[src/source/mipsIsaPkg.sv]
package mipsIsaPkg;

  ////////////////////////////////////////////////////////////////////////////
  // Basic widths of the instruction set
  ////////////////////////////////////////////////////////////////////////////

  typedef logic [31:0] word_t;      // One data word
  typedef logic [4:0]  regIdx_t;    // Register number
  typedef logic [31:0] instAddr_t;  // Byte address of an instruction

  // Opcodes of the supported subset
  typedef enum logic [5:0] {
    opRType = 6'h00,  // Function field decides
    opJ     = 6'h02,
    opJal   = 6'h03,
    opBeq   = 6'h04,
    opBne   = 6'h05,
    opAddiu = 6'h09,
    opAndi  = 6'h0c,
    opOri   = 6'h0d,
    opLui   = 6'h0f,
    opLw    = 6'h23,
    opSw    = 6'h2b
  } opcode_e;

  // R-type function codes
  typedef enum logic [5:0] {
    fnSll  = 6'h00,
    fnAddu = 6'h21,
    fnSubu = 6'h23,
    fnAnd  = 6'h24,
    fnOr   = 6'h25,
    fnSlt  = 6'h2a
  } funct_e;

  typedef enum logic [3:0] {
    aluAdd, aluSub, aluAnd, aluOr, aluSlt, aluSll, aluLui
  } aluOp_e;

  ////////////////////////////////////////////////////////////////////////////
  // Control word out of the decoder
  ////////////////////////////////////////////////////////////////////////////

  typedef struct packed {
    logic   regDst;    // Write rd instead of rt
    logic   aluSrc;    // Second operand is the immediate
    logic   memToReg;  // Write back load data
    logic   regWrite;
    logic   memWrite;
    logic   branch;    // beq
    logic   nBranch;   // bne
    logic   jmp;
    logic   jal;       // Jump and link to r31
    logic   zeroExt;   // andi, ori
    aluOp_e aluOp;
  } ctrl_t;

endpackage

[src/source/aluExecute.sv]
module aluExecute (
  input  mipsIsaPkg::ctrl_t     ctrl,
  input  mipsIsaPkg::word_t     rs,
  input  mipsIsaPkg::word_t     rt,
  input  mipsIsaPkg::word_t     imm,
  input  mipsIsaPkg::instAddr_t pcPlus4,
  output mipsIsaPkg::word_t     result,
  output logic                  zero,
  output mipsIsaPkg::instAddr_t branchTarget
);
  import mipsIsaPkg::*;

  word_t      opB;
  logic [4:0] shamt;

  ////////////////////////////////////////////////////////////////////////////
  // Operand select
  ////////////////////////////////////////////////////////////////////////////

  assign opB   = ctrl.aluSrc ? imm : rt;
  assign shamt = imm[10:6];  // sll shift amount sits inside the immediate

  ////////////////////////////////////////////////////////////////////////////
  // ALU
  ////////////////////////////////////////////////////////////////////////////

  always_comb begin
    case (ctrl.aluOp)
      aluAdd: result = rs + opB;  // addu, addiu, lw, sw
      aluSub: result = rs - opB;  // subu, beq, bne
      aluAnd: result = rs & opB;
      aluOr:  result = rs | opB;
      aluSlt: begin
        result = '0;
        result[0] = $signed(rs) < $signed(opB);  // Signed compare
      end
      aluSll: result = rt << shamt;
      aluLui: result = {opB[15:0], 16'h0000};    // Upper half load
      default: result = rs + opB;
    endcase
  end

  assign zero = (result == '0);

  // Branch offset counts words from PC+4
  assign branchTarget = pcPlus4 + {imm[29:0], 2'b00};

endmodule

[config.mk]
export PLATFORM = sky130hd
export DESIGN_NAME = aluExecute
export DESIGN_NICKNAME = d
export VERILOG_FILES = /design/src/source/mipsIsaPkg.sv /design/src/source/aluExecute.sv
export SDC_FILE = /design/constraint.sdc
export NUM_CORES = 1
export LEC_CHECK = 0
export ABC_AREA = 1
export BUFFER_PORTS_ARGS = -buffer_cell sky130_fd_sc_hd__buf_2
export CAP_MARGIN = 20
export CORE_MARGIN = 1
export CORE_UTILIZATION = 25
export DETAILED_ROUTE_END_ITERATION = 12
export GPL_ROUTABILITY_DRIVEN = 0
export SLEW_MARGIN = 15
export SYNTH_ARGS = -nofsm -noshare
export SYNTH_HDL_FRONTEND = slang
export SYNTH_SLANG_ARGS = --single-unit
[constraint.sdc]
create_clock -name vclk -period 3.8
set_input_delay 0.57 -clock vclk [all_inputs]
set_output_delay 0.57 -clock vclk [all_outputs]
set_load 0.1 [all_outputs]
==> metrics.md <==
| Metric | Value |
|---|---|
| Status | `finished with violations` |
| Failing checks | `setup timing` |
| Die height | `209 um` |
| DR WL/cell | `15.9 um` |
| RSZ-0062 raised after global routing | `yes` |
| Syn nets | `2371` |
| Post-Synthesis Mean Instance Area | `5.11 sq um` |
| Critical path fanouts, max | `7` |
| Clock buffers | `0` |
| Synth Area in Adders | `15.1%` |
| Main combinational cell family by area after synthesis | `simple AND/OR/NAND/NOR gates` |
| Xor-xnor portion of the synthesized cell area | `3.02%` |
| Worst vdd ir | `0.362 mV` |
| Area of the multi-input gates | `9950 sq um` |
| # port buffers | `194` |
| FMAX | `0.251 GHz` |
| Vias in the first global route | `14000` |
| Cell area after synthesis | `10700 sq um` |
| Dominant cells by area after synthesis | `nand2_1 23%, ha_1 15%, inv_1 14%, nand3_1 11%, nor2_1 5.2%` |
| Synth cell count leaders | `660 x nand2_1, 407 x inv_1, 237 x nand3_1` |
| Worst hold path class | `primary input to output port` |
| Finished Core Util | `40.2%` |
| Post-Synth Simple-Gate Area | `46.7%` |
| PwrDens | `267 nW/um^2` |
| Seq Cell Count | `0` |
| Multiplexer share of the synthesized area | `0%` |
| Synth Area in Compound Gates | `15.7%` |
| Largest area contributor in the synthesized netlist | `nand2_1` |
| Detailed placement HPWL | `42100 um` |
| Pin count of the biggest net entering global routing | `60` |
| DIE AREA | `43800 sq um` |
| Core Footprint | `42100 sq um` |
| Worst Setup Start Kind | `primary input` |
| Post-route DRC | `0` |
| Crit path capture type | `output port` |
| Seq/Total Area, Yosys | `0%` |
| Fin. max-slew vios | `0` |
| Cts hold-fix bufs | `0` |
| First-pass DRT Iterations | `5` |
| Via count | `15100` |
| Final hold slack | `1.14 ns` |
| Number of DRC markers in iteration 0 | `1277` |
| Distinct cells, synth | `54` |
| Sequential standard cell area | `0 sq um` |
| Final Cycle Share | `105%` |
| Slew @ Worst Pin | `0.701 ns` |
| CP most frequent cell | `buf_4` |
| Min-delay src | `pcPlus4[0]` |
| Worst Hold Path EP | `branchTarget[0]` |
| Filler Cell Count | `4455` |
| CP arrival | `3.41 ns` |
| Crit path depth | `23` |
| Non-filler cells, final | `3125` |
| Final min period | `3.98 ns` |
| Setup violators final | `2` |
| CP top delay family | `simple AND/OR/NAND/NOR gates` |
| Dpl cells | `3089` |
| Slowest stage cell, crit path | `ha_4` |
| Fin worst setup slack | `-0.180 ns` |
| Post-synth top area share | `23.1%` |
| Mapped Cells | `2101` |
| Initial antenna violation count | `6` |
| Buf+Inv Stages, Crit Path | `8` |
| Die X | `209 um` |
| Nets | `2856` |
| Top Ports | `207` |
| Starting density of the core | `25.5%` |
| Layout cells sized above 1 | `34.7%` |
| Overall Global Routing Usage | `21.5%` |
| Max incr delay on CP | `0.21 ns` |
| Grt total ovfl | `0` |
| Crit path kind | `primary input to output port` |
| Number of max-cap violations | `0` |
| Leak | `9.43 nW` |
| Fin. Hold Viols | `0` |
| Site Rows | `75` |
| Post-route ant nets | `0` |
| Most frequent cell after synthesis | `nand2_1` |
| Layout area overhead | `57.7%` |
| YS warnings | `0` |
| Detailed-route wire length | `49600 um` |
| Data required, critical path | `3.23 ns` |
| First-pass GRT wire length | `74300 um` |
| CP cell instances | `buf_16 > buf_12 > buf_4 > o21a_1 > inv_2 > ha_4 > buf_4 > nand2_1 > buf_4 > nand3_4 > nand2_2 > nand3_4 > buf_4 > nand2_1 > nand4_1 > nand3_1 > nand3_2 > nor2_2 > nand2_2 > nor2_4 > nand2_2 > nor2_4 > buf_12` |
| Min-Delay Path Depth | `0` |
| Via/cell ratio | `4.84` |
| Max_slew headroom | `52.7%` |
cell type report:
cell class                 count  area share, %
tap                          539           3.98
multi-input combinational   1607           58.7
timing repair buffer         560           28.0
antenna                        2         0.0295
inverter                     417           9.25
cell families (layout without fill, tap and decap cells):
logic type	after synthesis	in the layout
XOR/XNOR	37	37
buffers and inverters	494	977
AND/OR/NAND/NOR	1157	1157
adder cells (fa/ha/maj)	128	128
other	0	2
AO/OA/AOI/OAI	285	285
per-stage QoR:
step	power (mW)	setup WS, ns	setup TNS [ns]	area [sq um]
after floorplan	2.49	-0.976	-0.976	10900
after global placement	4.11	-0.540	-0.753	15400
after detailed placement	4.12	-0.519	-0.746	15400
after CTS	4.27	-0.180	-0.303	16000
after global routing	4.79	-0.309	-0.504	16900
final	4.52	-0.180	-0.333	16900
routing by layer:
layer / vias to the layer above / share of wire, % / GRT usage (%)
met3: 113 / 7.1 / 2.29
li1: 7568 / - / -
met4: 4 / 3.8 / 6.85
met1: 6807 / 42 / 27.5
met5: - / 0.038 / 0
met2: 627 / 47 / 37.6
worst max-delay path by stage:
stage               startpoint   end
global placement      ctrl[12]  zero
CTS                   ctrl[12]  zero
global route          ctrl[12]  zero
floorplan             ctrl[12]  zero
detailed placement    ctrl[12]  zero
finish                ctrl[12]  zero
cell usage in the layout (no fill, tap or decap), types with 6 or more instances in the layout:
| cell | synthesis | layout |
|---|---|---|
| nand2_1 | 660 | 586 |
| inv_1 | 407 | 391 |
| buf_4 | 13 | 346 |
| nand3_1 | 237 | 205 |
| buf_2 | 32 | 139 |
| nor2_1 | 148 | 113 |
| ha_1 | 125 | 92 |
| a21oi_1 | 102 | 86 |
| nand2_2 | 17 | 84 |
| buf_12 | 2 | 59 |
| o21ai_0 | 66 | 44 |
| nor2_2 | 21 | 44 |
| nand3_2 | 9 | 37 |
| ha_4 | 0 | 28 |
| o21ai_1 | 20 | 26 |
| inv_2 | 8 | 25 |
| xor2_1 | 29 | 22 |
| o211ai_1 | 22 | 22 |
| o22ai_1 | 21 | 21 |
| nand4_1 | 20 | 20 |
| a21oi_2 | 2 | 16 |
| o21ai_2 | 6 | 15 |
| nor2_4 | 1 | 13 |
| nand2_4 | 4 | 11 |
| nor3_1 | 13 | 10 |
| buf_6 | 15 | 9 |
| o21ai_4 | 0 | 7 |
| nand3b_1 | 7 | 7 |
| xor2_2 | 0 | 7 |
| and2_1 | 6 | 6 |
repair_timing:
| item | CTS | global route |
|---|---|---|
| resized for setup | 122 | 196 |
| gates cloned | 2 | 3 |
| hold endpoints to repair | 0 | 0 |
| buffers inserted | 9 | 20 |
| endpoints found under the setup margin | 8 | 17 |
| pin swaps | 22 | 94 |
power breakdown:
| group | internal (mW) | switching, mW |
|---|---|---|
| Clock | 0.0000000710 | 0 |
| Sequential | 0 | 0 |
| Combinational | 1.71 | 2.81 |
Note: power is estimated with default switching activity, not from simulation.
