### src/source/mipsIsaPkg.sv
package mipsIsaPkg;

  ////////////////////////////////////////////////////////////////////////////
  // Basic widths of the instruction set
  ////////////////////////////////////////////////////////////////////////////

  typedef logic [31:0] word_t;      // One data word
  typedef logic [4:0]  regIdx_t;    // Register number
  typedef logic [31:0] instAddr_t;  // Byte address of an instruction

  // Opcodes of the supported subset
  typedef enum logic [5:0] {
    opRType = 6'h00,  // Function field decides
    opJ     = 6'h02,
    opJal   = 6'h03,
    opBeq   = 6'h04,
    opBne   = 6'h05,
    opAddiu = 6'h09,
    opAndi  = 6'h0c,
    opOri   = 6'h0d,
    opLui   = 6'h0f,
    opLw    = 6'h23,
    opSw    = 6'h2b
  } opcode_e;

  // R-type function codes
  typedef enum logic [5:0] {
    fnSll  = 6'h00,
    fnAddu = 6'h21,
    fnSubu = 6'h23,
    fnAnd  = 6'h24,
    fnOr   = 6'h25,
    fnSlt  = 6'h2a
  } funct_e;

  typedef enum logic [3:0] {
    aluAdd, aluSub, aluAnd, aluOr, aluSlt, aluSll, aluLui
  } aluOp_e;

  ////////////////////////////////////////////////////////////////////////////
  // Control word out of the decoder
  ////////////////////////////////////////////////////////////////////////////

  typedef struct packed {
    logic   regDst;    // Write rd instead of rt
    logic   aluSrc;    // Second operand is the immediate
    logic   memToReg;  // Write back load data
    logic   regWrite;
    logic   memWrite;
    logic   branch;    // beq
    logic   nBranch;   // bne
    logic   jmp;
    logic   jal;       // Jump and link to r31
    logic   zeroExt;   // andi, ori
    aluOp_e aluOp;
  } ctrl_t;

endpackage

### src/source/instDecode.sv
module instDecode (
  input  logic                  fpga_clk,
  input  logic                  coreRst,
  input  mipsIsaPkg::word_t     instr,
  input  mipsIsaPkg::word_t     aluResult,
  input  mipsIsaPkg::word_t     memRdata,
  input  mipsIsaPkg::instAddr_t pcPlus4,
  output mipsIsaPkg::ctrl_t     ctrl,
  output mipsIsaPkg::word_t     rs,
  output mipsIsaPkg::word_t     rt,
  output mipsIsaPkg::word_t     imm
);
  import mipsIsaPkg::*;

  opcode_e opcode;
  funct_e  funct;
  regIdx_t rsIdx;
  regIdx_t rtIdx;
  regIdx_t rdIdx;
  regIdx_t wrIdx;
  word_t   wrData;
  word_t   regs [32];

  assign opcode = opcode_e'(instr[31:26]);
  assign funct  = funct_e'(instr[5:0]);
  assign rsIdx  = instr[25:21];
  assign rtIdx  = instr[20:16];
  assign rdIdx  = instr[15:11];

  ////////////////////////////////////////////////////////////////////////////
  // Control decoder
  ////////////////////////////////////////////////////////////////////////////

  always_comb begin
    ctrl       = '0;      // Default no-op
    ctrl.aluOp = aluAdd;
    case (opcode)
      opRType: begin
        ctrl.regDst   = 1'b1;
        ctrl.regWrite = 1'b1;
        case (funct)
          fnAddu:  ctrl.aluOp = aluAdd;
          fnSubu:  ctrl.aluOp = aluSub;
          fnAnd:   ctrl.aluOp = aluAnd;
          fnOr:    ctrl.aluOp = aluOr;
          fnSlt:   ctrl.aluOp = aluSlt;
          fnSll:   ctrl.aluOp = aluSll;
          default: ctrl.regWrite = 1'b0;  // Unknown function
        endcase
      end
      opAddiu: {ctrl.aluSrc, ctrl.regWrite} = 2'b11;
      opAndi: begin
        {ctrl.aluSrc, ctrl.regWrite, ctrl.zeroExt} = 3'b111;
        ctrl.aluOp = aluAnd;
      end
      opOri: begin
        {ctrl.aluSrc, ctrl.regWrite, ctrl.zeroExt} = 3'b111;
        ctrl.aluOp = aluOr;
      end
      opLui: begin
        {ctrl.aluSrc, ctrl.regWrite} = 2'b11;
        ctrl.aluOp = aluLui;
      end
      opLw:  {ctrl.aluSrc, ctrl.memToReg, ctrl.regWrite} = 3'b111;
      opSw:  {ctrl.aluSrc, ctrl.memWrite} = 2'b11;  // Address is rs + imm
      opBeq: begin
        ctrl.branch = 1'b1;
        ctrl.aluOp  = aluSub;  // Zero flag compares rs and rt
      end
      opBne: begin
        ctrl.nBranch = 1'b1;
        ctrl.aluOp   = aluSub;
      end
      opJ:   ctrl.jmp = 1'b1;
      opJal: {ctrl.jal, ctrl.regWrite} = 2'b11;
      default: ;  // Unknown opcode stays a no-op
    endcase
    // Held core must not disturb memory being loaded
    if (coreRst) begin
      ctrl.regWrite = 1'b0;
      ctrl.memWrite = 1'b0;
    end
  end

  ////////////////////////////////////////////////////////////////////////////
  // Register file and write-back
  ////////////////////////////////////////////////////////////////////////////

  assign wrIdx  = ctrl.jal ? 5'd31 : (ctrl.regDst ? rdIdx : rtIdx);
  assign wrData = ctrl.jal ? pcPlus4 : (ctrl.memToReg ? memRdata : aluResult);

  always_ff @(posedge fpga_clk) begin
    if (coreRst) begin
      for (int i = 0; i < 32; i++)
        regs[i] <= '0;
    end else if (ctrl.regWrite && wrIdx != '0) begin  // r0 never written
      regs[wrIdx] <= wrData;
    end
  end

  assign rs = regs[rsIdx];
  assign rt = regs[rtIdx];

  // Zero extension only for andi and ori
  assign imm = ctrl.zeroExt ? {16'h0000, instr[15:0]} : {{16{instr[15]}}, instr[15:0]};

  // Register 0 reads zero on both ports
  r0ReadsZero: assert property (@(posedge fpga_clk) disable iff (coreRst)
    (rsIdx != '0 || rs == '0) && (rtIdx != '0 || rt == '0));

endmodule

### config.mk
export PLATFORM = sky130hd
export DESIGN_NAME = instDecode
export DESIGN_NICKNAME = d
export VERILOG_FILES = /design/src/source/mipsIsaPkg.sv /design/src/source/instDecode.sv
export SDC_FILE = /design/constraint.sdc
export NUM_CORES = 2
export LEC_CHECK = 0
export ABC_AREA = 1
export BUFFER_PORTS_ARGS = -buffer_cell sky130_fd_sc_hd__buf_2
export CAP_MARGIN = 20
export CORE_MARGIN = 5
export CORE_UTILIZATION = 30
export DETAILED_ROUTE_END_ITERATION = 6
export PLACE_DENSITY = 0.46
export RECOVER_POWER = 50
export SYNTH_ARGS = -nofsm -noshare
export SYNTH_HDL_FRONTEND = slang
export SYNTH_SLANG_ARGS = --single-unit
### constraint.sdc
create_clock -name fpga_clk -period 3 [get_ports fpga_clk]
set_input_delay 0.6 -clock fpga_clk [delete_from_list [all_inputs] [get_ports fpga_clk]]
set_output_delay 0.6 -clock fpga_clk [all_outputs]
set_load 0.01 [all_outputs]
==> metrics.md <==
| Metric | Value |
|---|---|
| Status | complete, but fails checks |
| Failing checks | capacitance limit, slew limit |
| Layout net count | approximately 7600 |
| Final setup viols | 0 |
| CTS Buf Count | 121 |
| Die X | ~450 um |
| DRT iter0 DRCs | roughly 6500 |
| Main synth FF type | edfxtp_1 |
| Buf+Inv Stages, Crit Path | 5 |
| Root Buffer Master | clkbuf_16 |
| Synthesis Warnings | 0 |
| Multi-input logic area | approximately 24000 um^2 |
| Worst EP required | ~2.4 ns |
| Routed len/inst | roughly 26 um |
| Post-Place Cell Area | 65780 um^2 |
| Hold Crit Start | pcPlus4[8] |
| Biggest register | regs |
| Slew Limit Headroom | -2.011% |
| Die Ht | roughly 450 um |
| Cells after Synth | roughly 7200 |
| Max FFs per register | ~1000 |
| IO Count | 240 |
| Cell mode on critical path | nand2_1 |
| Final hold violations | 0 |
| Final Cell Area | between 60000 and 70000 um^2 |
| Antenna violations before repair | 9 |
| Cell Chain, Critical Path | buf_12 > buf_16 > buf_16 > buf_12 > o21ai_0 > nor2_1 > o31ai_1 > nand2_1 > nand2_1 > nand2_1 > buf_2 |
| Largest cells by area after synthesis | edfxtp_1, nand2_1, nor2_1 |
| Post-DRT Antenna Nets | 0 |
| Area grow syn2layout | 21.75% |
| Setup CP Type | in -> out |
| Global route total overflow | 0 |
| F_max | 0.3337 GHz |
| Crit-path max cell delay | 0.27 ns |
| RSZ-0062 raised after global routing | yes |
| Pre-antenna DRT Iters | 6 |
| CP Launch Type | input pin |
| Filler instances | 19170 |
| Initial Util | 30.12% |
| Count of pins over their slew limit | 33 |
| Clock sinks | 1024 |
| Largest fanout on the critical path | 20 |
| Sequential cell area | 30750 um^2 |
| Clock buffer depth | 3 |
| EDFF count, synth | between 1000 and 1500 |
| Top flop regs | regs: 1024 flops |
| Pwr Total | about 0.038 W |
| Clk pin slew, worst setup/hold paths | 0.06 ns |
| Cell Area, Synth | 57230 um^2 |
| Synth top cells by count | nand2_1, nor2_1, edfxtp_1 |
| Final setup TNS | 0 ns |
| Crit end category | output pin |
| Worst hold path depth | 4 |
| VDD IR max | between 0.5 and 0.6 mV |
| Slowest CP cell | o31ai_1 |
| Via density | between 5 and 6 |
| Yosys reg bits | between 1000 and 1500 |
| CP top delay family | buffers and inverters |
| Syn Area/Cell | between 7 and 8 um^2 |
| WHS Endpoint | regs[1][8] |
| Synth top area share | between 50% and 60% |
| Place WS | -0.1081 ns |
| Gr usage total | between 20% and 30% |
| Worst hold path type | in -> reg |
| Data arrival time of the worst path | approximately 2.4 ns |
| Async set or reset register ratio after synthesis | 0% |
| Most frequent cell after synthesis | nand2_1 |
| Vias in the first global route | between 50000 and 60000 |
| Hpwl dp | 167.0 mm |
| Port bufs | approximately 230 |
| Maxcap violations | 1 |
| Rows | 160 |
| Fin crit period | between 2 and 3 ns |
| Sequential fraction of the synthesis area | a little over half |
| Core footprint | around 190000 um^2 |
| Largest net degree at the start of global routing | 69 |
| Layout cell share with drive strength beyond 1 | 13.81% |
| Via Count | 54410 |
| First-pass GRT wire length | 370.4 mm |
| Drc violations | 0 |
| Worst-margin pin slew | around 1.5 ns |
| Unique masters post-synth | 29 |
| Final period util | 99.88% |
| Synth area leader | edfxtp_1 |
| Slack of the critical path | around 0.0035 ns |
| CTS tree | done |
| H-tree depth | 3 |
| Pwr/cell area | around 540 nW/um^2 |
| Leakage power | between 20 and 30 nW |
| Die footprint | between 150000 and 200000 um^2 |
| Routability cong. | 0.8804 |
| Detailed Route WL | ~260 mm |
per-stage QoR:
| step | instances | hold slack (ns) | utilization [%] |
|---|---|---|---|
| 6_report | 10090 | 0.3382 | 36.67 |
| 5_1_grt | 10090 | 0.3252 | 36.67 |
| 4_1_cts | 10080 | 0.2742 | 36.76 |
| 3_5_place_dp | 9854 | 1.159 | 34.62 |
| 3_3_place_gp | 9854 | 1.154 | 34.62 |
| 2_1_floorplan | 7270 | 0.8859 | - |
repair_timing:
item                                    in CTS  in global routing
resized for setup                           21                 88
buffers inserted                             0                  1
cloned                                       2                 11
pin swaps                                    8                 12
hold buffers                                 0                  0
endpoints found under the setup margin      15                 45
routing by layer:
| layer | vias to the layer above | global-route usage, % | routed length, um |
|---|---|---|---|
| li1 | 24540 | - | - |
| met1 | 26430 | 33.76 | 107900 |
| met2 | 2898 | 40.94 | 119400 |
| met3 | 534 | 4.495 | 23910 |
| met4 | 2 | 9.848 | 10690 |
| met5 | - | 0 | 13 |
worst min-delay path: cells and delay by family:
kind	cells	cell delay, ns
AO/OA/AOI/OAI	1	0.07
buffers and inverters	2	0.24
AND/OR/NAND/NOR	1	0.11
final cells by class:
cell class	count	area share [%]
repair buffers	765	11.20
flip-flops and latches	1024	44.13
well taps	2511	4.509
diodes	1	0.003592
clock inverters	68	1.090
multi-input cells	5531	34.26
clock buffers	154	4.524
inverters	37	0.2855
power by group:
part / total [W] / switching [W] / internal [W]
Combinational: 0.00595 / 0.00401 / 0.00195
Sequential: 0.0169 / 0.000420 / 0.0165
Clock: 0.0149 / 0.00649 / 0.00838
worst max-delay path by stage:
stage                            from      endpoint  slack, ns  cells after the start
after global placement      instr[16]        rt[23]      -0.07                     12
after detailed placement    instr[29]  regs[11][21]      -0.11                     11
after CTS                 regs[6][11]        rt[11]      0.002                      7
after floorplan             instr[27]   regs[20][0]     0.0008                     11
final                       instr[16]        rt[14]      0.003                     11
after global routing        instr[21]        rs[30]      -0.04                     13
cell families (layout without fill, tap and decap cells):
family	count (synthesis)	in the layout	share of synthesized area, %
DFF	1024	1024	53.73
other	1	34	0.006553
buffers and inverters	715	1024	5.247
AOI/OAI and AO/OA	804	804	7.886
and+or+nand+nor	4694	4694	33.13
cell usage in the layout, fill, tap and decap left out, types with 3 or more instances in the layout:
| cell | n |
|---|---|
| a21oi_2 | 3 |
| inv_6 | 3 |
| nand3_1 | 841 |
| buf_6 | 6 |
| clkbuf_2 | 60 |
| clkbuf_1 | 66 |
| buf_16 | 18 |
| clkinv_16 | 5 |
| nor2_2 | 7 |
| o21ai_2 | 32 |
| nand2_2 | 53 |
| inv_2 | 5 |
| clkbuf_16 | 132 |
| a21oi_1 | 381 |
| nor3_1 | 3 |
| buf_2 | 207 |
| clkinv_1 | 24 |
| inv_1 | 24 |
| buf_8 | 3 |
| nand2_1 | 2375 |
| clkinv_2 | 20 |
| buf_4 | 247 |
| buf_12 | 176 |
| nor2_4 | 6 |
| o21ai_1 | 8 |
| bufinv_16 | 11 |
| nor2_1 | 1397 |
| o31ai_1 | 163 |
| o31ai_2 | 29 |
| o21ai_0 | 185 |
| conb_1 | 33 |
| inv_16 | 3 |
| edfxtp_1 | 1024 |
| clkinvlp_4 | 4 |
(Power assumes the default switching activity.)
