--- src/source/mipsIsaPkg.sv ---
package mipsIsaPkg;

  ////////////////////////////////////////////////////////////////////////////
  // Basic widths of the instruction set
  ////////////////////////////////////////////////////////////////////////////

  typedef logic [31:0] word_t;      // One data word
  typedef logic [4:0]  regIdx_t;    // Register number
  typedef logic [31:0] instAddr_t;  // Byte address of an instruction

  // Opcodes of the supported subset
  typedef enum logic [5:0] {
    opRType = 6'h00,  // Function field decides
    opJ     = 6'h02,
    opJal   = 6'h03,
    opBeq   = 6'h04,
    opBne   = 6'h05,
    opAddiu = 6'h09,
    opAndi  = 6'h0c,
    opOri   = 6'h0d,
    opLui   = 6'h0f,
    opLw    = 6'h23,
    opSw    = 6'h2b
  } opcode_e;

  // R-type function codes
  typedef enum logic [5:0] {
    fnSll  = 6'h00,
    fnAddu = 6'h21,
    fnSubu = 6'h23,
    fnAnd  = 6'h24,
    fnOr   = 6'h25,
    fnSlt  = 6'h2a
  } funct_e;

  typedef enum logic [3:0] {
    aluAdd, aluSub, aluAnd, aluOr, aluSlt, aluSll, aluLui
  } aluOp_e;

  ////////////////////////////////////////////////////////////////////////////
  // Control word out of the decoder
  ////////////////////////////////////////////////////////////////////////////

  typedef struct packed {
    logic   regDst;    // Write rd instead of rt
    logic   aluSrc;    // Second operand is the immediate
    logic   memToReg;  // Write back load data
    logic   regWrite;
    logic   memWrite;
    logic   branch;    // beq
    logic   nBranch;   // bne
    logic   jmp;
    logic   jal;       // Jump and link to r31
    logic   zeroExt;   // andi, ori
    aluOp_e aluOp;
  } ctrl_t;

endpackage

--- src/source/socBusPkg.sv ---
package socBusPkg;

  ////////////////////////////////////////////////////////////////////////////
  // Wishbone loader port
  ////////////////////////////////////////////////////////////////////////////

  typedef logic [14:0] wbAddr_t;   // Word address, bit 14 picks the memory
  typedef logic [13:0] memIdx_t;   // Word index inside one memory
  typedef logic [31:0] wbData_t;

  localparam int unsigned memSelBit = 14;  // Address bit of memory select

  typedef struct packed {
    logic    cyc;
    logic    stb;
    logic    we;   // High for write
    wbAddr_t adr;
    wbData_t dat;  // Write data
  } wbReq_t;

  typedef struct packed {
    logic    ack;
    wbData_t dat;  // Read data, valid with ack
  } wbRsp_t;

  typedef enum logic {
    selImem = 1'b0,
    selDmem = 1'b1
  } memSel_t;

  // Loader write toward either memory
  typedef struct packed {
    logic    en;
    memSel_t sel;
    memIdx_t idx;
    wbData_t dat;
  } memPort_t;

endpackage

--- src/source/loadControl.sv ---
module loadControl (
  input  logic                fpga_clk,
  input  logic                fpga_rst,
  input  logic                start,
  input  logic                stop,
  input  socBusPkg::wbReq_t   wbReq,
  output socBusPkg::wbRsp_t   wbRsp,
  input  mipsIsaPkg::word_t   imemRdata,
  input  mipsIsaPkg::word_t   dmemRdata,
  output socBusPkg::memPort_t memPort,
  output socBusPkg::wbAddr_t  loadAdr,
  output logic                coreRst
);
  import socBusPkg::*;

  typedef enum logic {
    stLoad,  // Core held, bus served
    stRun    // Core executing, bus stalled
  } mode_e;

  mode_e   mode;
  mode_e   modeNext;
  logic    accept;    // Request taken this cycle
  logic    ackQ;
  memSel_t reqSel;

  ////////////////////////////////////////////////////////////////////////////
  // Load / run mode
  ////////////////////////////////////////////////////////////////////////////

  always_comb begin
    modeNext = mode;
    case (mode)
      stLoad:  if (start) modeNext = stRun;
      stRun:   if (stop) modeNext = stLoad;
      default: modeNext = stLoad;
    endcase
  end

  always_ff @(posedge fpga_clk) begin
    if (fpga_rst) begin
      mode <= stLoad;
      ackQ <= 1'b0;
    end else begin
      mode <= modeNext;
      ackQ <= accept;  // One ack per request
    end
  end

  // Core sits in reset for the whole load phase
  assign coreRst = (mode == stLoad);

  ////////////////////////////////////////////////////////////////////////////
  // Wishbone slave
  ////////////////////////////////////////////////////////////////////////////

  // Gap after ack keeps a held request from a second ack
  assign accept = (mode == stLoad) && wbReq.cyc && wbReq.stb && !ackQ;
  assign reqSel = memSel_t'(wbReq.adr[memSelBit]);

  assign memPort.en  = accept && wbReq.we;  // Write lands with the ack edge
  assign memPort.sel = reqSel;
  assign memPort.idx = wbReq.adr[memSelBit-1:0];
  assign memPort.dat = wbReq.dat;
  assign loadAdr     = wbReq.adr;         // Read address to both memories

  assign wbRsp.ack = ackQ;
  assign wbRsp.dat = (reqSel == selDmem) ? dmemRdata : imemRdata;

  // Master holds the request until ack, so ack always meets a live strobe
  ackNeedsStb: assert property (@(posedge fpga_clk) disable iff (fpga_rst)
    wbRsp.ack |-> (wbReq.cyc && wbReq.stb));

endmodule

--- config.mk ---
export PLATFORM = sky130hd
export DESIGN_NAME = loadControl
export DESIGN_NICKNAME = d
export VERILOG_FILES = /design/src/source/mipsIsaPkg.sv /design/src/source/socBusPkg.sv /design/src/source/loadControl.sv
export SDC_FILE = /design/constraint.sdc
export NUM_CORES = 1
export LEC_CHECK = 0
export BUFFER_PORTS_ARGS = -buffer_cell sky130_fd_sc_hd__buf_2
export CORE_AREA = 2 2 84 86
export CTS_BUF_LIST = sky130_fd_sc_hd__clkbuf_4 sky130_fd_sc_hd__clkbuf_8
export CTS_CLUSTER_DIAMETER = 100
export DETAILED_ROUTE_END_ITERATION = 16
export DIE_AREA = 0 0 86 88
export PLACE_DENSITY_LB_ADDON = 0.05
export SYNTH_ARGS = -nofsm -noshare
export SYNTH_HDL_FRONTEND = slang
export SYNTH_SLANG_ARGS = --single-unit
export TNS_END_PERCENT = 20
--- constraint.sdc ---
create_clock -name fpga_clk -period 1.41 [get_ports fpga_clk]
set_input_delay 0.423 -clock fpga_clk [delete_from_list [all_inputs] [get_ports fpga_clk]]
set_output_delay 0.423 -clock fpga_clk [all_outputs]
set_load 0.1 [all_outputs]
==> run metrics, run 1 <==
area grow syn2layout=85.0%; synthesized instance count=108; worst-path fanout max=2; Final period util=1.17; grt ovf=0; I/O pin cnt=215; largest net degree at the start of global routing=8; CTS tree=yes; Total Routing Usage GR=0.0782; max_cap viols=0; DR DRC count=0; crit path launch type=flip-flop; critical path class=flip-flop to output pin; cell area after layout=roughly 0.0020 mm2; Area after DPL=~0.0018 mm2; placed insts=~230; Cell Pwr Density=between 700 and 800 mW/mm2; clk sinks=2; Initial DRC Count=9; vias in the first global route=just under 1k; Post-synth top flop=dfxtp_1; Site Rows=30; antenna violations before repair=0; area leader, netlist=buf_4; Synth area leaders=buf_4 (43%), mux2_4 (41%), buf_12 (5.5%); slowest stage delay, CP=0.33 ns; core region area=~0.0066 mm2; reg2reg path depth=3; P_leak=~1.1 nW; endpoints failing setup=35; Avg Vias per Cell=about 3.7; Max Slew Vio Count=0; Final Instance Count excl. Fillers=between 200 and 250; Post-synth EDFFs=0; synth warn=0; first-pass GRT wire length=roughly 4700 um; post-synthesis cell type count=12; layout cells sized above 1=0.963; Layout Nets=between 200 and 300; Post-Syn Area=around 0.0011 mm2; Critical Path RT=approximately 0.99 ns; area share of the largest cell type after synthesis=0.430; Worst Tran Pin Value=between 0.2 and 0.3 ns; vias=911; hold path depth=2; DIE AREA=0.00757 mm2; status=finished, violations left; Initial Utilization=0.166; H-tree depth=1; failing checks=negative setup slack; clock buffer depth=2; slowest CP cell=nor4bb_2; most frequent cells after synthesis=buf_4 (63), mux2_4 (30), buf_12 (3); Post-CTS Hold Buffers=0; crit-path cells=nor4bb_2 > and2_4 > buf_12; sequential area share after synthesis=0.0364; Final Skew=0.000571 ns; Reg clk slew, reported paths=about 0.03 ns; HP Class=input port to flip-flop; setup ws final=-0.241 ns; RSZ-0062 raised after global routing=true; most common cell in the synthesized netlist=buf_4; Final GP Congestion=between 0.8 and 0.9; syn nets=~230; Die W=about 86 um; ys async rst share=0; drt first pass iters=4; final core utilization=0.307; Post-DP HPWL=2780 um; per-cell routed wire length=roughly 14 um; Final Hold Fails=0; n_diodes=0; f_max=606 MHz; Avg Inst Size Synth=10.2 um2; minimum clock period=between 1.5 and 2 ns; Num CTS Buffers=3; Clock Latency Late Sink=0.21 ns; CTS Root Buffer Type=clkbuf_8; Routed Antenna Nets=0; Port Buf Inserts=around 110; final wirelength=between 3000 and 4000 um; Max VDD drop=between 200 and 250 uV; Max-Slew Margin vs Limit=0.813; Worst EP arrival=between 1 and 1.5 ns; Yosys reg bits=2; DIE HEIGHT=around 90 um; critical path capture point type=output pin
## cells in the final DEF, fill, tap and decap left out
| master | netlist | final |
|---|---|---|
| a21oi_1 | 1 | 1 |
| buf_16 | 0 | 5 |
| nor4bb_2 | 0 | 1 |
| clkbuf_8 | 0 | 3 |
| and2_4 | 0 | 1 |
| inv_1 | 1 | 1 |
| buf_4 | 63 | 4 |
| dfxtp_2 | 0 | 1 |
| nor2b_1 | 1 | 1 |
| nand2b_1 | 2 | 2 |
| buf_6 | 1 | 2 |
| dfxtp_1 | 2 | 1 |
| buf_12 | 3 | 39 |
| mux2_4 | 30 | 32 |
| buf_2 | 0 | 70 |
## state kept, by name, indices dropped and copies added (netlist names)
register,cells
ackQ,1
mode,1
## through the flow
stage,power [mW],hold WS [ns],worst slack (ns),setup TNS [ns]
6_report,1.59,0.385,-0.241,-6.52
5_1_grt,1.63,0.404,-0.266,-7.15
4_1_cts,1.61,0.389,-0.217,-6.74
3_5_place_dp,1.31,0.555,-0.312,-9.35
3_3_place_gp,1.31,0.542,-0.303,-9.21
2_1_floorplan,1.65,0.460,-0.123,-4.02
## final timing paths
check,startpoint,endpoint,slack (ns)
hold / removal,fpga_rst,ackQ,0.38
setup / recovery,ackQ,memPort[47],-0.24
hold reg to reg,mode,mode,0.62
setup reg to reg,ackQ,ackQ,0.43
## power by group
group	switching, mW	leakage [nW]	internal (mW)
clock	0.0427	0.0216	0.180
combinational	0.757	1.02	0.546
sequential	0.00219	0.0169	0.0606
## worst max-delay path, delay by kind of cell (launching register included)
family / cells / cell delay (ns)
and+or+nand+nor: 2 / 0.54
DFF: 1 / 0.31
buffers and inverters: 1 / 0.17
## per-layer routing
metal | part of all wire | vias up | wire, um | global-route usage
li1 | - | 408 | - | -
met1 | 0.34 | 394 | 1160 | 0.0860
met2 | 0.48 | 91 | 1630 | 0.130
met3 | 0.15 | 18 | 501 | 0.0339
met4 | 0.025 | 0 | 85 | 0.0375
met5 | 0 | - | 0 | 0
## cell families after synthesis
family | Yosys count | synth area share
AND/OR/NAND/NOR | 5 | 0.0318
multiplexers | 32 | 0.430
AO/OA/AOI/OAI | 1 | 0.00454
buffers and inverters | 68 | 0.498
flip-flops | 2 | 0.0364
## cell type report
cell class                 instances  area (um2)
multi-input combinational         38         529
sequential                         2        41.3
fill                             686        4610
timing repair buffer             120        1320
tap                               80         100
inverter                           1        3.75
clock buffer                       3        41.3
## repair_timing
| action | in CTS | in global routing |
|---|---|---|
| pin swaps | 0 | 2 |
| buffers inserted | 1 | 2 |
| gates cloned | 4 | 0 |
| resized for setup | 13 | 2 |
| endpoints found under the setup margin | 33 | 35 |
No activity file was read; power rests on OpenSTA's default activity.
==> inputs of run 2 (changes only) <==
MAX_ROUTING_LAYER = met4   (was unset)
SKIP_LAST_GASP = 1   (was unset)
==> run metrics, run 2 (synthesis gave the netlist of run 1 again) <==
status=finished, violations left (unchanged); failing checks=negative setup slack (unchanged); clock buffer depth=2 (unchanged); Post-DP HPWL=2780 um (unchanged); Sequential Power Share=0.040 (about the same); crit path launch type=flip-flop (unchanged); f_max=606 MHz (unchanged); Final GP Congestion=0.822 (was 0.810); layout cells sized above 1=0.963 (unchanged); CTS tree=yes (unchanged); critical path class=flip-flop to output pin (unchanged); max_cap viols=0 (unchanged); Max Slew Vio Count=0 (unchanged); layout filler cell count=682 (was 686); grt ovf=0 (unchanged); core region area=0.00664 mm2 (unchanged); Worst EP arrival=1.23 ns (about the same); vias in the first global route=999 (was 993); Post-CTS Hold Buffers=0 (unchanged); Total Routing Usage GR=0.0806 (was 0.0782); Pint=0.785 mW (was 0.787 mW); Cell Pwr Density=782 mW/mm2 (was 780 mW/mm2); Reg clk slew, reported paths=0.03 ns (about the same); antenna violations before repair=0 (unchanged); minimum clock period=1.65 ns (unchanged); largest net degree at the start of global routing=8 (unchanged); per-cell routed wire length=13.8 um (about the same); Routed Antenna Nets=0 (unchanged); Max-Slew Margin vs Limit=0.813 (unchanged); Final period util=1.17 (unchanged); NetSw=0.802 mW (about the same); commonest non-fill, non-tap cells in the layout=buf_2 (70), buf_12 (39), mux2_4 (32) (unchanged); Num CTS Buffers=3 (unchanged); HP Class=input port to flip-flop (unchanged); P_leak=1.06 nW (about the same); Avg Vias per Cell=3.73 (unchanged); RSZ-0062 raised after global routing=true (unchanged); clock share of power=0.141 (was 0.140); CTS Root Buffer Type=clkbuf_8 (unchanged); Fin Setup TNS=-6.60 ns (was -6.52 ns); Port Buf Inserts=108 (unchanged); final wirelength=3380 um (about the same); DIE AREA=0.00757 mm2 (unchanged); Net Sw Frac=0.505 (about the same); Die W=86 um (unchanged); H-tree depth=1 (unchanged); n_diodes=0 (unchanged); vias=911 (unchanged); clk sinks=2 (unchanged); Top Registers=ackQ x1, mode x1 (unchanged); Critical Path RT=0.99 ns (about the same); Worst Tran Pin Value=0.276 ns (unchanged); drt first pass iters=4 (unchanged); Layout Nets=284 (unchanged); Max VDD drop=239 uV (about the same); DR DRC count=0 (unchanged); DIE HEIGHT=88 um (unchanged); Initial DRC Count=9 (unchanged); combinational share of power=0.820 (about the same); Site Rows=30 (unchanged); Clock Latency Late Sink=0.21 ns (about the same); setup ws final=-0.241 ns (unchanged); endpoints failing setup=35 (unchanged); dpl ws=-0.312 ns (unchanged); first-pass GRT wire length=4650 um (was 4660 um); worst-path fanout max=2 (unchanged); Initial Utilization=0.166 (unchanged); critical path capture point type=output pin (unchanged); Final Skew=0.000571 ns (unchanged); final core utilization=0.305 (was 0.307); most common cell after layout, fill and taps aside=buf_2 (unchanged); Final Hold Fails=0 (unchanged); I/O pin cnt=215 (unchanged); area grow syn2layout=84.3% (was 85.0%)
[run 2: cell counts in the layout (fill, tap and decap cells not counted)]
Identical to the previous run, type by type.
[run 2: per-layer routing]
layer	global-route usage	wire (um)
met2	0.130	1630
met3	0.0264	433
met1	0.0905	1230
met5	-	0
met4	0.0375	85
[run 2: worst max-delay path: stages, from the launching register on]
cell and delay, ns:
dfxtp_2 0.31, nor4bb_2 0.33, and2_4 0.21, buf_12 0.17
[run 2: cell type report]
cell class              count  area (um2)  share of cell area
well taps                  80         100              0.0493
multi-input cells          38         529               0.261
inverters                   1        3.75             0.00185
clock buffers               3        41.3              0.0203
repair buffers            120        1310               0.647
flip-flops and latches      2        41.3              0.0203
[run 2: per-stage QoR]
step	hold WS (ns)	cell area, um2	instances	power (mW)
finish	0.385	2030	244	1.59
global route	0.404	2030	244	1.63
CTS	0.389	2010	242	1.60
detailed placement	0.555	1820	234	1.31
global placement	0.542	1820	234	1.31
floorplan	0.460	1110	108	1.65
[run 2: final timing paths]
kind	from	to	slack, ns	depth (start not counted)
worst max-delay path	ackQ	memPort[47]	-0.24	3
worst min-delay path	fpga_rst	ackQ	0.38	2
worst max register to register	ackQ	ackQ	0.43	3
worst min register to register	mode	mode	0.62	3
[run 2: power by group through the flow]
stage                     combinational (mW)  sequential (mW)  clock, mW
after floorplan                         1.59           0.0629          0
after global placement                  1.25           0.0627          0
after detailed placement                1.25           0.0629          0
after CTS                               1.31           0.0628      0.232
after global routing                    1.34           0.0631      0.232
final                                   1.30           0.0628      0.223
[run 2: timing repair]
item,in CTS,in global routing
endpoints found under the setup margin,33,35
pin swaps,0,2
buffers inserted,1,2
gates cloned,4,0
resized for setup,12,1
==> inputs of run 3 (changes only) <==
CORE_AREA = 2 2 83 85   (was 2 2 84 86)
DIE_AREA = 0 0 85 87   (was 0 0 86 88)
clock period = 2 ns   (was 1.41 ns; I/O delays follow)
==> run metrics, run 3 (synthesis gave the netlist of run 1 again) <==
Initial DRC Count=7 (was 9); Final Hold Fails=0 (unchanged); I/O pin cnt=215 (unchanged); Final period util=0.994; vias=888 (was 911); minimum clock period=between 1.5 and 2 ns; grt ovf=0 (unchanged); n_diodes=0 (unchanged); H-tree depth=1 (unchanged); cell area after layout=0.00188 mm2 (was 0.00203 mm2); final core utilization=0.287 (was 0.305); clk sinks=2 (unchanged); crit path launch type=input port (was flip-flop); layout filler cell count=687 (was 682); HP Class=flip-flop to flip-flop (was input port to flip-flop); Total Routing Usage GR=0.0905 (was 0.0806); Site Rows=30 (unchanged); Cell Pwr Density=574 mW/mm2 (was 782 mW/mm2); Max-Slew Margin vs Limit=0.676 (was 0.813); Area after DPL=0.00176 mm2 (was 0.00182 mm2); Final Skew=0.000418 ns (was 0.000571 ns); CTS tree=yes (unchanged); status=finished clean (was finished, violations left); P_leak=0.979 nW (was 1.06 nW); first-pass GRT wire length=5110 um (was 4650 um); most common cell after layout, fill and taps aside=buf_2 (unchanged); DIE HEIGHT=87 um (was 88 um); Max Slew Vio Count=0 (unchanged); Layout Nets=277 (was 284); Top Registers=ackQ x1, mode x1 (unchanged); critical path capture point type=output pin (unchanged); drt first pass iters=2 (was 4); f_max=503 MHz; final wirelength=3430 um (was 3380 um); Fin Setup TNS=0 ns (was -6.60 ns); largest net degree at the start of global routing=10 (was 8); Clock Latency Late Sink=0.21 ns (about the same); clock buffer depth=2 (unchanged); Final GP Congestion=0.786 (was 0.822); total power draw=1.08 mW (was 1.59 mW); critical path class=input port to output pin (was flip-flop to output pin); Initial Utilization=0.168 (was 0.166); worst-path fanout max=9 (was 2); Worst EP arrival=1.39 ns (was 1.23 ns); commonest non-fill, non-tap cells in the layout=buf_2 (72), buf_12 (37), mux2_4 (30) (was buf_2 (70), buf_12 (39), mux2_4 (32)); per-cell routed wire length=14.5 um (was 13.8 um); dpl ws=-0.0875 ns (was -0.312 ns); layout cells sized above 1=0.955 (was 0.963); Worst Tran Pin Value=0.489 ns (was 0.276 ns); max_cap viols=0 (unchanged); Post-CTS Hold Buffers=0 (unchanged); Critical Path RT=1.40 ns (was 0.99 ns); DIE AREA=0.00740 mm2 (was 0.00757 mm2); Num CTS Buffers=3 (unchanged); antenna violations before repair=0 (unchanged); core region area=0.00657 mm2 (was 0.00664 mm2); vias in the first global route=993 (was 999); Routed Antenna Nets=0 (unchanged); RSZ-0062 raised after global routing=true (unchanged); Max VDD drop=417 uV (was 239 uV); Avg Vias per Cell=3.75 (was 3.73); CTS Root Buffer Type=clkbuf_8 (unchanged); area grow syn2layout=71.1% (was 84.3%); DR DRC count=0 (unchanged); endpoints failing setup=0 (was 35); Die W=85 um (was 86 um); Port Buf Inserts=108 (unchanged); Reg clk slew, reported paths=0.03 ns (about the same); setup ws final=0.0129 ns (was -0.241 ns)
-- run 3: changes by cell type in the layout (fill, tap and decap cells not counted), sizes merged --
| cell | delta |
|---|---|
| buf | -7 |
-- run 3: final timing paths --
kind             start        end  slack (ns)  depth (start not counted)
max          wbReq[46]  wbRsp[27]        0.01                          4
min               mode       mode        0.50                          2
max reg2reg       mode       ackQ        1.12                          2
min reg2reg       mode       mode        0.50                          2
-- run 3: through the flow --
step / hold WS [ns] / instances
after floorplan: 0.460 / 108
after global placement: 0.482 / 231
after detailed placement: 0.494 / 231
after CTS: 0.502 / 237
after global routing: 0.543 / 237
final: 0.503 / 237
-- run 3: final cells by class --
cell class                 instances  area, um2  area share
timing repair buffer             113       1180       0.625
multi-input combinational         38        520       0.276
tap                               80        100      0.0531
clock buffer                       3       41.3      0.0219
sequential                         2       40.0      0.0212
inverter                           1       3.75     0.00199
-- run 3: where the power goes --
| part | internal, mW | switching [mW] | total [mW] |
|---|---|---|---|
| Sequential | 0.0426 | 0.00203 | 0.0446 |
| Clock | 0.127 | 0.0293 | 0.156 |
| Combinational | 0.355 | 0.526 | 0.881 |
| Total | 0.524 | 0.557 | 1.08 |
-- run 3: what timing repair did --
item	CTS	global route
gates resized for setup	5	1
buffers inserted	1	0
setup endpoints to repair	31	11
cloned	2	0
-- run 3: layer usage --
metal / track usage / up-vias / routed length [um]
met3: 0.0246 / 25 / 331
met2: 0.162 / 78 / 1880
li1: - / 392 / -
met1: 0.0853 / 393 / 1040
met5: - / - / 0
met4: 0.0592 / 0 / 172
-- run 3: worst max-delay path, stage by stage --
cell    delay (ns)
buf_8         0.13
buf_12        0.15
mux2_4        0.32
buf_12        0.17
